[config.mk]
export PLATFORM = sky130hd
export DESIGN_NAME = aesIngress
export DESIGN_NICKNAME = d
export VERILOG_FILES = /design/src/design/aesPkg.sv /design/src/design/aesIngress.sv
export SDC_FILE = /design/constraint.sdc
export NUM_CORES = 1
export LEC_CHECK = 0
export ABC_CLOCK_PERIOD_IN_PS = 11680
export BUFFER_PORTS_ARGS = -buffer_cell sky130_fd_sc_hd__buf_2
export CORE_AREA = 2 2 201 203
export DETAILED_ROUTE_END_ITERATION = 8
export DIE_AREA = 0 0 203 205
export GPL_ROUTABILITY_DRIVEN = 0
export GPL_TIMING_DRIVEN = 1
export RECOVER_POWER = 100
export SLEW_MARGIN = 5
export SYNTH_ARGS = -nofsm -noshare
export SYNTH_HDL_FRONTEND = slang
export SYNTH_SLANG_ARGS = --single-unit
[constraint.sdc]
create_clock -name clk -period 11.68 [get_ports clk]
set_input_delay 1.168 -clock clk [delete_from_list [all_inputs] [get_ports clk]]
set_output_delay 1.168 -clock clk [all_outputs]
set_load 0.005 [all_outputs]
[src/design/aesPkg.sv]
/* AES-128 encryption constants, types and round transforms.
   Byte 0 of a block or key sits in bits [127:120]; columns are filled byte 0..3 first. */
package aesPkg;

    localparam int BlockBits = 128;
    localparam int NumRounds = 10;
    localparam int ResultFifoDepth = 16;
    localparam int SinkCredits = 2;

    typedef logic [BlockBits-1:0] aesBlockT;
    typedef logic [4:0] resultCreditT;
    typedef logic [7:0] sinkCreditT;

    // forward S-box, entry 0 in the top byte
    localparam logic [2047:0] sBoxTable = {
        128'h637c777bf26b6fc53001672bfed7ab76,
        128'hca82c97dfa5947f0add4a2af9ca472c0,
        128'hb7fd9326363ff7cc34a5e5f171d83115,
        128'h04c723c31896059a071280e2eb27b275,
        128'h09832c1a1b6e5aa0523bd6b329e32f84,
        128'h53d100ed20fcb15b6acbbe394a4c58cf,
        128'hd0efaafb434d338545f9027f503c9fa8,
        128'h51a3408f929d38f5bcb6da2110fff3d2,
        128'hcd0c13ec5f974417c4a77e3d645d1973,
        128'h60814fdc222a908846eeb814de5e0bdb,
        128'he0323a0a4906245cc2d3ac629195e479,
        128'he7c8376d8dd54ea96c56f4ea657aae08,
        128'hba78252e1ca6b4c6e8dd741f4bbd8b8a,
        128'h703eb5664803f60e613557b986c11d9e,
        128'he1f8981169d98e949b1e87e9ce5528df,
        128'h8ca1890dbfe6426841992d0fb054bb16
    };

    // rcon for rounds 1..10, round 1 in the top byte
    localparam logic [79:0] roundConst = 80'h01020408102040801b36;

    function automatic logic [7:0] sBoxLookup(input logic [7:0] b);
        return sBoxTable[(255 - int'(b)) * 8 +: 8];
    endfunction

    // doubling in GF(2^8), no multiplier needed
    function automatic logic [7:0] xtime(input logic [7:0] b);
        return {b[6:0], 1'b0} ^ (8'h1b & {8{b[7]}});
    endfunction

    function automatic aesBlockT subBytes(input aesBlockT s);
        aesBlockT r;
        for (int i = 0; i < 16; i++) begin
            r[i*8 +: 8] = sBoxLookup(s[i*8 +: 8]);
        end
        return r;
    endfunction

    function automatic aesBlockT shiftRows(input aesBlockT s);
        aesBlockT r;
        int src;
        for (int c = 0; c < 4; c++) begin
            for (int row = 0; row < 4; row++) begin
                // row n rotates left by n columns
                src = row + 4 * ((c + row) % 4);
                r[(15 - (row + 4 * c)) * 8 +: 8] = s[(15 - src) * 8 +: 8];
            end
        end
        return r;
    endfunction

    function automatic aesBlockT mixColumns(input aesBlockT s);
        aesBlockT r;
        logic [7:0] a0, a1, a2, a3;
        for (int c = 0; c < 4; c++) begin
            a0 = s[(15 - 4 * c) * 8 +: 8];
            a1 = s[(14 - 4 * c) * 8 +: 8];
            a2 = s[(13 - 4 * c) * 8 +: 8];
            a3 = s[(12 - 4 * c) * 8 +: 8];
            // times 3 is xtime plus the byte itself
            r[(15 - 4 * c) * 8 +: 8] = xtime(a0) ^ xtime(a1) ^ a1 ^ a2 ^ a3;
            r[(14 - 4 * c) * 8 +: 8] = a0 ^ xtime(a1) ^ xtime(a2) ^ a2 ^ a3;
            r[(13 - 4 * c) * 8 +: 8] = a0 ^ a1 ^ xtime(a2) ^ xtime(a3) ^ a3;
            r[(12 - 4 * c) * 8 +: 8] = xtime(a0) ^ a0 ^ a1 ^ a2 ^ xtime(a3);
        end
        return r;
    endfunction

    // one key-schedule step, round is 1..NumRounds
    function automatic aesBlockT nextRoundKey(input aesBlockT k, input int round);
        logic [31:0] w0, w1, w2, w3, t;
        logic [7:0] rcon;
        w0 = k[127:96];
        w1 = k[95:64];
        w2 = k[63:32];
        w3 = k[31:0];
        rcon = roundConst[(NumRounds - round) * 8 +: 8];
        t = {sBoxLookup(w3[23:16]), sBoxLookup(w3[15:8]),
             sBoxLookup(w3[7:0]), sBoxLookup(w3[31:24])} ^ {rcon, 24'h0};
        w0 = w0 ^ t;
        w1 = w1 ^ w0;
        w2 = w2 ^ w1;
        w3 = w3 ^ w2;
        return {w0, w1, w2, w3};
    endfunction

endpackage

[src/design/aesIngress.sv]
/* Pipeline entry: accepts a block while result-buffer credit remains and whitens it.
   creditReturn must pulse once per block popped from the egress buffer. */
`timescale 1ns/10ps

module aesIngress import aesPkg::*; (
    input  logic     clk,
    input  logic     rst,
    input  logic     inValid,
    input  aesBlockT inBlock,
    input  aesBlockT inKey,
    output logic     inReady,
    input  logic     creditReturn,
    output logic     stateValid,
    output aesBlockT state,
    output aesBlockT roundKey
);

    resultCreditT creditCount;
    logic accept;

    assign inReady = (creditCount != '0);
    assign accept = inValid && inReady;

    // free slots in the result buffer, counting blocks still in flight
    always_ff @(posedge clk) begin
        if (rst) begin
            creditCount <= resultCreditT'(ResultFifoDepth);
            stateValid <= 1'b0;
        end else begin
            stateValid <= accept;
            if (accept && !creditReturn) begin
                creditCount <= creditCount - 1'b1;
            end else if (!accept && creditReturn) begin
                creditCount <= creditCount + 1'b1;
            end
        end
    end

    // initial AddRoundKey, the raw key becomes round key 0
    always_ff @(posedge clk) begin
        if (accept) begin
            state <= inBlock ^ inKey;
            roundKey <= inKey;
        end
    end

    // a return without a matching earlier spend would break the loop
    assert property (@(posedge clk) disable iff (rst)
        creditCount <= resultCreditT'(ResultFifoDepth));

endmodule

==> results_dict.tcl, run 1 <==
set metrics [dict create \
    cts_buffers 29 \
    synth_top_area_share_pct 83.6 \
    tightest_slew_ns 4.16 \
    yosysMostFrequentCell "edfxtp_1" \
    p_sw_share_pct 23.7 \
    crit_chain "buf_2 > and2_0 > clkbuf_1 > buf_4" \
    rsz0062_at_grt "false" \
    grt_pass1_vias 5743 \
    ys_warn_count 0 \
    dp_hpwl_mm 19.5 \
    maxSlewHeadroom_pct -177 \
    design_area_sq_um 12900 \
    clk_latency_ns 0.55 \
    vdd_drop_max_uv 96.5 \
    syn_area_per_cell_sq_um 21.3 \
    hold_viol_final 0 \
    grt_pass1_wl_mm 34.5 \
    end_kind "flop" \
    crit_slowest_cell "clkbuf_1" \
    syn_to_final_growth_pct 40.2 \
    crit_buf_inv 3 \
    rrSetupSlack_ns 5.00 \
    antenna_found_initial 3 \
    period_share_pct 58.1 \
    cts.sink_count 262 \
    grt_max_degree 80 \
    outcome "complete, but fails checks" \
    rows 73 \
    skew_ns 0.00621 \
    io_pins 518 \
    start_util_pct 23.4 \
    fin_ws_ns 4.89 \
    ant_nets 0 \
    intPower_uw 1690 \
    synth_flop_cell "edfxtp_1" \
    synth_edf_count 256 \
    fill_cells 4032 \
    violations "max-capacitance violations, max-slew violations" \
    die_h_microns 205 \
    syn_area_sq_um 9190 \
    synth_cells 431 \
    cts_resized 0 \
    critical_path.max_fanout 71 \
    io_buffers 517 \
    period_needed_ns 6.79 \
    critPathArrivalTime_ns 6.97 \
    drv_slew 193 \
    setup_viol 0 \
    place_area_sq_um 12500 \
    critPathLaunchType "primary input" \
    synth_seq_cells 262 \
    crit_family "buffers and inverters" \
    power.switching_uw 526 \
    core_area_sq_um 39400 \
    die_w_microns 203 \
    timing.hold.ws_ns 0.533 \
    layout-drive-gt1-share_pct 23.8 \
    overflow 0 \
    drc 0 \
    yosysSeqAreaShare_pct 84.9 \
    dieArea_sq_um 41600 \
    clockRootBuffer "clkbuf_16" \
    via_per_inst 3.79 \
    maxCapViolCount 3 \
    nets 1245 \
    hold_class "flop to flop" \
    wl_per_cell_microns 16.4 \
    power.density_nw_per_um2 172 \
    synth.distinct_cells 19 \
    p_clk_share_pct 37.2 \
    cpPeakStageDelay_ns 2.62 \
    synth_common_cells "edfxtp_1 (256), xor2_1 (130), nor2_1 (11), dfxtp_1 (6)" \
    clockBufferDepth 3 \
    synth_area_leaders "edfxtp_1 (84%), xor2_1 (12%), dfxtp_1 (1.3%), ha_1 (0.54%), nor2_1 (0.45%)" \
    place_ws_ns 7.83 \
    required_ns 11.86 \
    drt_iter0_markers 311 \
    first_pass_iters 4 \
    clkSlewWorstSetupHoldPaths_ns 0.06 \
    syn_nets 696 \
    yosysTopAreaCell "edfxtp_1" \
    h-tree-depth 1 \
    cts_tree "done" \
    grt_usage_pct 11.1 \
    via_count 5785 \
    postCtsHoldBufs 0 \
    routed_wl_mm 25.1 \
    power_leakage_uw 0.00480 \
    path_class "primary input to flop" \
    p_seq_share_pct 53.0 \
    setup_tns_ns 0 \
    async_flop_share_pct 0 \
    p_comb_share_pct 9.9 \
    post-cts-setup-buffers 0 \
    max_freq_mhz 147 \
]
## placed cells by master (no fill, tap or decap), drive strengths merged
master	n
nor2	11
xor2	130
nand2b	1
a21oi	4
dfxtp	6
clkinv	13
and2	1
and4bb	1
a21o	1
or3	1
diode	1
clkbuf	355
ha	4
inv	8
nand2	2
clkinvlp	1
edfxtp	256
buf	199
mux2i	2
nor2b	2
fa	1
nor4	2
## worst register-to-register path, delay by kind of cell (launching register included)
kind	cells	cell delay (ns)
buf+inv	2	3.69
flops	1	0.39
simple gates	3	2.15
## area by class of cell
class / instances / area, sq um / share of cell area [%]
diodes: 1 / 2.50 / 0.0194
clock buffers: 34 / 744 / 5.78
clock inverters: 18 / 100 / 0.777
inverters: 4 / 15.0 / 0.116
multi-input cells: 163 / 1360 / 10.6
flip-flops and latches: 262 / 7810 / 60.6
well taps: 525 / 657 / 5.10
repair buffers: 520 / 2200 / 17.1
## kinds of logic after synthesis
| family | share of synthesized area (%) |
|---|---|
| compound gates | 0.299 |
| xor+xnor | 12.4 |
| fa+ha+maj | 0.762 |
| buf+inv | 0.272 |
| flops | 84.9 |
| mux | 0.218 |
| simple gates | 1.14 |
## metrics by stage
step	std cells	util, %	total power, uW
3_3_place_gp	1474	31.6	1430
2_1_floorplan	431	-	1280
5_1_grt	1526	32.7	2320
3_5_place_dp	1474	31.6	1430
6_report	1527	32.7	2220
4_1_cts	1526	33.8	2270
## power groups by stage
stage               combinational (uW)  sequential (uW)  clock (uW)
floorplan                         64.6             1220           0
global placement                   243             1180           0
detailed placement                 246             1190           0
CTS                                247             1170         856
global route                       243             1180         891
finish                             219             1170         824
## layer usage
| layer | global-route usage [%] | vias up | share of wire [%] |
|---|---|---|---|
| li1 | - | 2706 | - |
| met1 | 12.3 | 2738 | 37 |
| met2 | 19.1 | 294 | 50 |
| met3 | 4.65 | 43 | 10 |
| met4 | 3.55 | 4 | 2.7 |
| met5 | 0 | - | 0.14 |
## final timing paths
| check | end | depth (start not counted) | from |
|---|---|---|---|
| worst max-delay path | roundKey[44] | 4 | inValid |
| worst min-delay path | creditCount[2] | 2 | creditCount[2] |
| worst max register to register | roundKey[44] | 5 | creditCount[0] |
| worst min register to register | creditCount[2] | 2 | creditCount[2] |
## flip-flops by register name, indices dropped and copies added, names as in the netlist
register,flops
creditCount,5
stateValid,1
roundKey,128
state,128
Power figures use the tool's default switching activity.
==> run 2, diff against run 1 <==
Settings changed: ABC_CLOCK_PERIOD_IN_PS 11680 to 5580.
Clock period 11.68 ns to 5.58 ns, I/O delays scaled along.
==> run 2 against run 1 <==
The run still ends with max-capacitance violations, max-slew violations left. First-iteration DRC count is 32% lower. Power rose by 110%. Design area is 0.78% higher. Sequential cell count unchanged. Critical path type is now flop to flop. Critical endpoint is now state[23]. Largest cell class unchanged. Highest routed layer unchanged.
==> results_dict.tcl, run 2 (synthesis gave the netlist of run 1 again) <==
set metrics [dict create \
    cts_resized 0 \
    intPower_uw 3670 \
    timing.hold.ws_ns 0.216 \
    rr_worst_depth 4 \
    post-cts-setup-buffers 0 \
    drc 0 \
    io_pins 518 \
    clockBufferDepth 3 \
    dp_cells 1473 \
    setup_tns_ns 0 \
    violations "max-capacitance violations, max-slew violations" \
    power_leakage_uw 0.00484 \
    wl_per_cell_microns 16.3 \
    critPathArrivalTime_ns 3.36 \
    final_common_cell "clkbuf_1" \
    postCtsHoldBufs 0 \
    hold_depth 1 \
    hold_viol_final 0 \
    end_kind "flop" \
    r2r-start "creditCount[0]" \
    core_area_sq_um 39400 \
    power.switching_uw 1080 \
    grt_pass1_vias 5945 \
    clk_latency_ns 0.54 \
    fin_cells 1528 \
    p_comb_share_pct 9.7 \
    cts_tree "done" \
    skew_ns 0.00958 \
    crit_chain "nor4_1 > nand2_1 > and2_4 > clkbuf_2" \
    crit_family "buffers and inverters" \
    period_share_pct 57.8 \
    outcome "complete, but fails checks" \
    hold_class "primary input to flop" \
    syn_to_final_growth_pct 41.3 \
    required_ns 5.71 \
    drv_slew 71 \
    first_pass_iters 4 \
    power.density_nw_per_um2 366 \
    critPathLaunchType "flop" \
    p_seq_share_pct 51.6 \
    crit_slowest_cell "clkbuf_2" \
    path_class "flop to flop" \
    cts.sink_count 262 \
    timing.rr.end "state[23]" \
    dp_hpwl_mm 19.4 \
    routed_wl_mm 24.9 \
    p_sw_share_pct 22.8 \
    tightest_slew_ns 1.76 \
    antenna_cells 0 \
    clkSlewWorstSetupHoldPaths_ns 0.06 \
    layout-drive-gt1-share_pct 23.9 \
    start_util_pct 23.4 \
    reg_top3 "roundKey x128, state x128, creditCount x5" \
    vdd_drop_max_uv 199 \
    nets 1245 \
    io_buffers 517 \
    via_per_inst 3.81 \
    die_h_microns 205 \
    clockRootBuffer "clkbuf_16" \
    min_delay_worst_endpoint "roundKey[102]" \
    rows 73 \
    setup_viol 0 \
    hold_start "inKey[102]" \
    ant_nets 0 \
    h-tree-depth 1 \
    drt_iter0_markers 211 \
    critPathLaunch "creditCount[0]" \
    grt_pass1_wl_mm 34.7 \
    cpPeakStageDelay_ns 1.39 \
    dieArea_sq_um 41600 \
    grt_max_degree 124 \
    maxCapViolCount 1 \
    cts_buffers 30 \
    crit_buf_inv 1 \
    rrSetupSlack_ns 2.35 \
    maxSlewHeadroom_pct -17.2 \
    critical_path.max_fanout 70 \
    grt_usage_pct 10.9 \
    via_count 5818 \
    final_cell_mix "clkbuf_1 (329), edfxtp_1 (256), buf_2 (194)" \
    die_w_microns 203 \
    max_freq_mhz 310 \
    period_needed_ns 3.23 \
    rsz0062_at_grt "false" \
    p_clk_share_pct 38.7 \
    overflow 0 \
    antenna_found_initial 2 \
]
==> run 2: how the worst max path moves through the flow <==
stage,slack (ns),to,depth (start not counted)
6_report,2.35,state[23],4
3_3_place_gp,2.51,creditCount[4],9
2_1_floorplan,0.07,creditCount[4],8
3_5_place_dp,2.45,creditCount[4],9
5_1_grt,2.06,state[89],4
4_1_cts,2.49,creditCount[4],10
==> run 2: worst reg2reg max path: stages (launching register included) <==
cell,delay (ns)
dfxtp_1,0.38
nor4_1,0.08
nand2_1,0.11
and2_4,0.72
clkbuf_2,1.46
==> run 2: layout make-up <==
type                       instances  area [sq um]
clock buffer                      40           830
clock inverter                    15           108
fill                            4041         26400
inverter                           4          15.0
multi-input combinational        163          1360
sequential                       262          7810
tap                              525           657
timing repair buffer             519          2210
==> run 2: per-layer routing <==
layer  up-vias  part of all wire [%]  wire [microns]  global-route usage, %
li1       2696                     -               -                      -
met1      2758                    37            9210                   12.3
met2       316                    51           12600                   19.4
met3        46                   9.3            2320                   3.39
met4         2                   3.0             757                   4.28
met5         -                 0.052              13                      0
==> run 2: power by group through the flow <==
stage / Sequential (uW) / Combinational, uW / Clock (uW)
after floorplan: 2530 / 136 / 0
final: 2450 / 463 / 1840
after global routing: 2470 / 513 / 1970
after CTS: 2450 / 519 / 1900
after global placement: 2480 / 512 / 0
after detailed placement: 2490 / 517 / 0
==> run 2: stage by stage <==
stage / setup slack (ns) / total power, uW / cell area, sq um / util, %
global route: 2.06 / 4950 / 13000 / 33.0
global placement: 2.51 / 2990 / 12500 / 31.6
CTS: 2.49 / 4870 / 13400 / 34.0
finish: 2.35 / 4750 / 13000 / 33.0
floorplan: 0.0678 / 2660 / 9200 / -
detailed placement: 2.45 / 3000 / 12500 / 31.6
==> run 3, diff against run 2 <==
Settings changed: ABC_CLOCK_PERIOD_IN_PS 5580 to 2650.
Clock period 5.58 ns to 2.65 ns, I/O delays scaled along.
==> run 3 against run 2 <==
The run still ends with max-capacitance violations, max-slew violations left. Sequential power rose by 110%. First-iteration DRC count is 45% higher. Worst hold slack got worse by 0.18 ns. Via count rose by 17%. Utilization increased by 6.0 points. Sequential cell count stayed put. Global-route usage increased by 1.7 points. Final cell count increased by 15%. Largest power group unchanged. Highest routed layer is now met4.
==> results_dict.tcl, run 3 (synthesis gave the netlist of run 1 again) <==
set metrics [dict create \
    outcome "complete, but fails checks" \
    violations "max-capacitance violations, max-slew violations" \
    nets 1482 \
    start_util_pct 23.4 \
    clockRootBuffer "clkbuf_16" \
    dieArea_sq_um 41600 \
    period_share_pct 90.4 \
    syn_to_final_growth_pct 67.1 \
    first_pass_iters 5 \
    ant_nets 0 \
    p_comb_share_pct 12.2 \
    drt_iter0_markers 306 \
    grt_pass1_vias 7295 \
    p_seq_share_pct 49.5 \
    antenna_found_initial 0 \
    critical_path.max_fanout 5 \
    layout-drive-gt1-share_pct 18.3 \
    p_sw_share_pct 22.9 \
    io_buffers 517 \
    via_per_inst 3.85 \
    via_count 6780 \
    h-tree-depth 1 \
    grt_usage_pct 12.7 \
    period_needed_ns 2.40 \
    critPathLaunchType "flop" \
    wl_per_cell_microns 16.2 \
    grt_max_degree 134 \
    cts.sink_count 262 \
    core_area_sq_um 39400 \
    rows 73 \
    drc 0 \
    antenna_cells 0 \
    overflow 0 \
    p_clk_share_pct 38.4 \
    io_pins 518 \
    power.switching_uw 2400 \
    max_freq_mhz 417 \
    rr_worst_depth 9 \
    routed_wl_mm 28.5 \
    place_ws_ns 0.242 \
    vdd_drop_max_uv 504 \
    hold_viol_final 0 \
    clockBufferDepth 3 \
    tightest_slew_ns 1.62 \
    power.density_nw_per_um2 681 \
    fin_ws_ns 0.254 \
    design_area_sq_um 15400 \
    rrSetupSlack_ns 0.25 \
    setup_viol 0 \
    critPathArrivalTime_ns 2.84 \
    reg_top3 "roundKey x128, state x128, creditCount x5" \
    path_class "flop to flop" \
    intPower_uw 8070 \
    skew_ns 0.0150 \
    cts_tree "done" \
    die_h_microns 205 \
    power_leakage_uw 0.00579 \
    cts_buffers 30 \
    final_cell_mix "clkbuf_1 (346), edfxtp_1 (256), dlygate4sd3_1 (237)" \
    cts_resized 0 \
    clk_latency_ns 0.56 \
    rsz0062_at_grt "false" \
    end_kind "flop" \
    required_ns 3.09 \
    place_area_sq_um 12500 \
    clkSlewWorstSetupHoldPaths_ns 0.06 \
    final_common_cell "clkbuf_1" \
    hold_class "primary input to flop" \
    grt_pass1_wl_mm 40.4 \
    maxSlewHeadroom_pct -7.80 \
    maxCapViolCount 1 \
    die_w_microns 203 \
    drv_slew 123 \
    dp_hpwl_mm 19.5 \
    hold_depth 2 \
]
-- run 3: power by group through the flow --
stage / registers, uW / clock network [uW] / logic [uW]
4_1_cts: 5150 / 4170 / 1390
2_1_floorplan: 5300 / 0 / 298
3_5_place_dp: 5240 / 0 / 1100
5_1_grt: 5210 / 4310 / 1390
6_report: 5170 / 4020 / 1270
3_3_place_gp: 5230 / 0 / 1080
-- run 3: repair_timing --
action	CTS	global route
hold buffers	237	0
buffers inserted	0	0
endpoints found under the hold margin	245	0
-- run 3: worst paths after layout --
| check | startpoint | end |
|---|---|---|
| worst min register to register | creditCount[2] | creditCount[2] |
| worst max register to register | creditCount[3] | creditCount[3] |
| worst min-delay path | inBlock[86] | state[86] |
| worst max-delay path | creditCount[3] | creditCount[3] |
-- run 3: metrics by stage --
| step | utilization, % | power (uW) | hold slack (ns) | std cells | TNS [ns] |
|---|---|---|---|---|---|
| finish | 39.0 | 10500 | 0.0334 | 1762 | 0 |
| global route | 39.0 | 10900 | 0.0141 | 1762 | 0 |
| CTS | 40.2 | 10700 | 0.0000465 | 1762 | 0 |
| detailed placement | 31.7 | 6340 | 0.468 | 1473 | 0 |
| global placement | 31.7 | 6310 | 0.466 | 1473 | 0 |
| floorplan | - | 5600 | 0.364 | 431 | -22.41 |
-- run 3: area by class of cell --
type	instances	area, sq um
Fill cell	3820	24000
Sequential cell	262	7810
Timing Repair Buffer	756	4550
Multi-Input combinational cell	163	1370
Clock buffer	36	795
Tap cell	525	657
Clock inverter	16	161
Inverter	4	15.0
-- run 3: critical path: stages (launching register included) --
cell     delay (ns)
dfxtp_1        0.33
nor4_1         0.26
nand2_1        0.11
and2_4         0.17
ha_1           0.27
ha_1           0.30
a21o_1         0.18
a21oi_1        0.22
nor4_1         0.08
or3_1          0.36
-- run 3: layer usage --
layer / routed length (microns) / vias up / share of wire, % / GRT usage, %
met5: 0 / - / 0 / 0
met4: 809 / 0 / 2.8 / 3.73
met3: 2480 / 57 / 8.7 / 4.10
met2: 14900 / 329 / 52 / 23.8
met1: 10300 / 3225 / 36 / 13.5
li1: - / 3169 / - / -
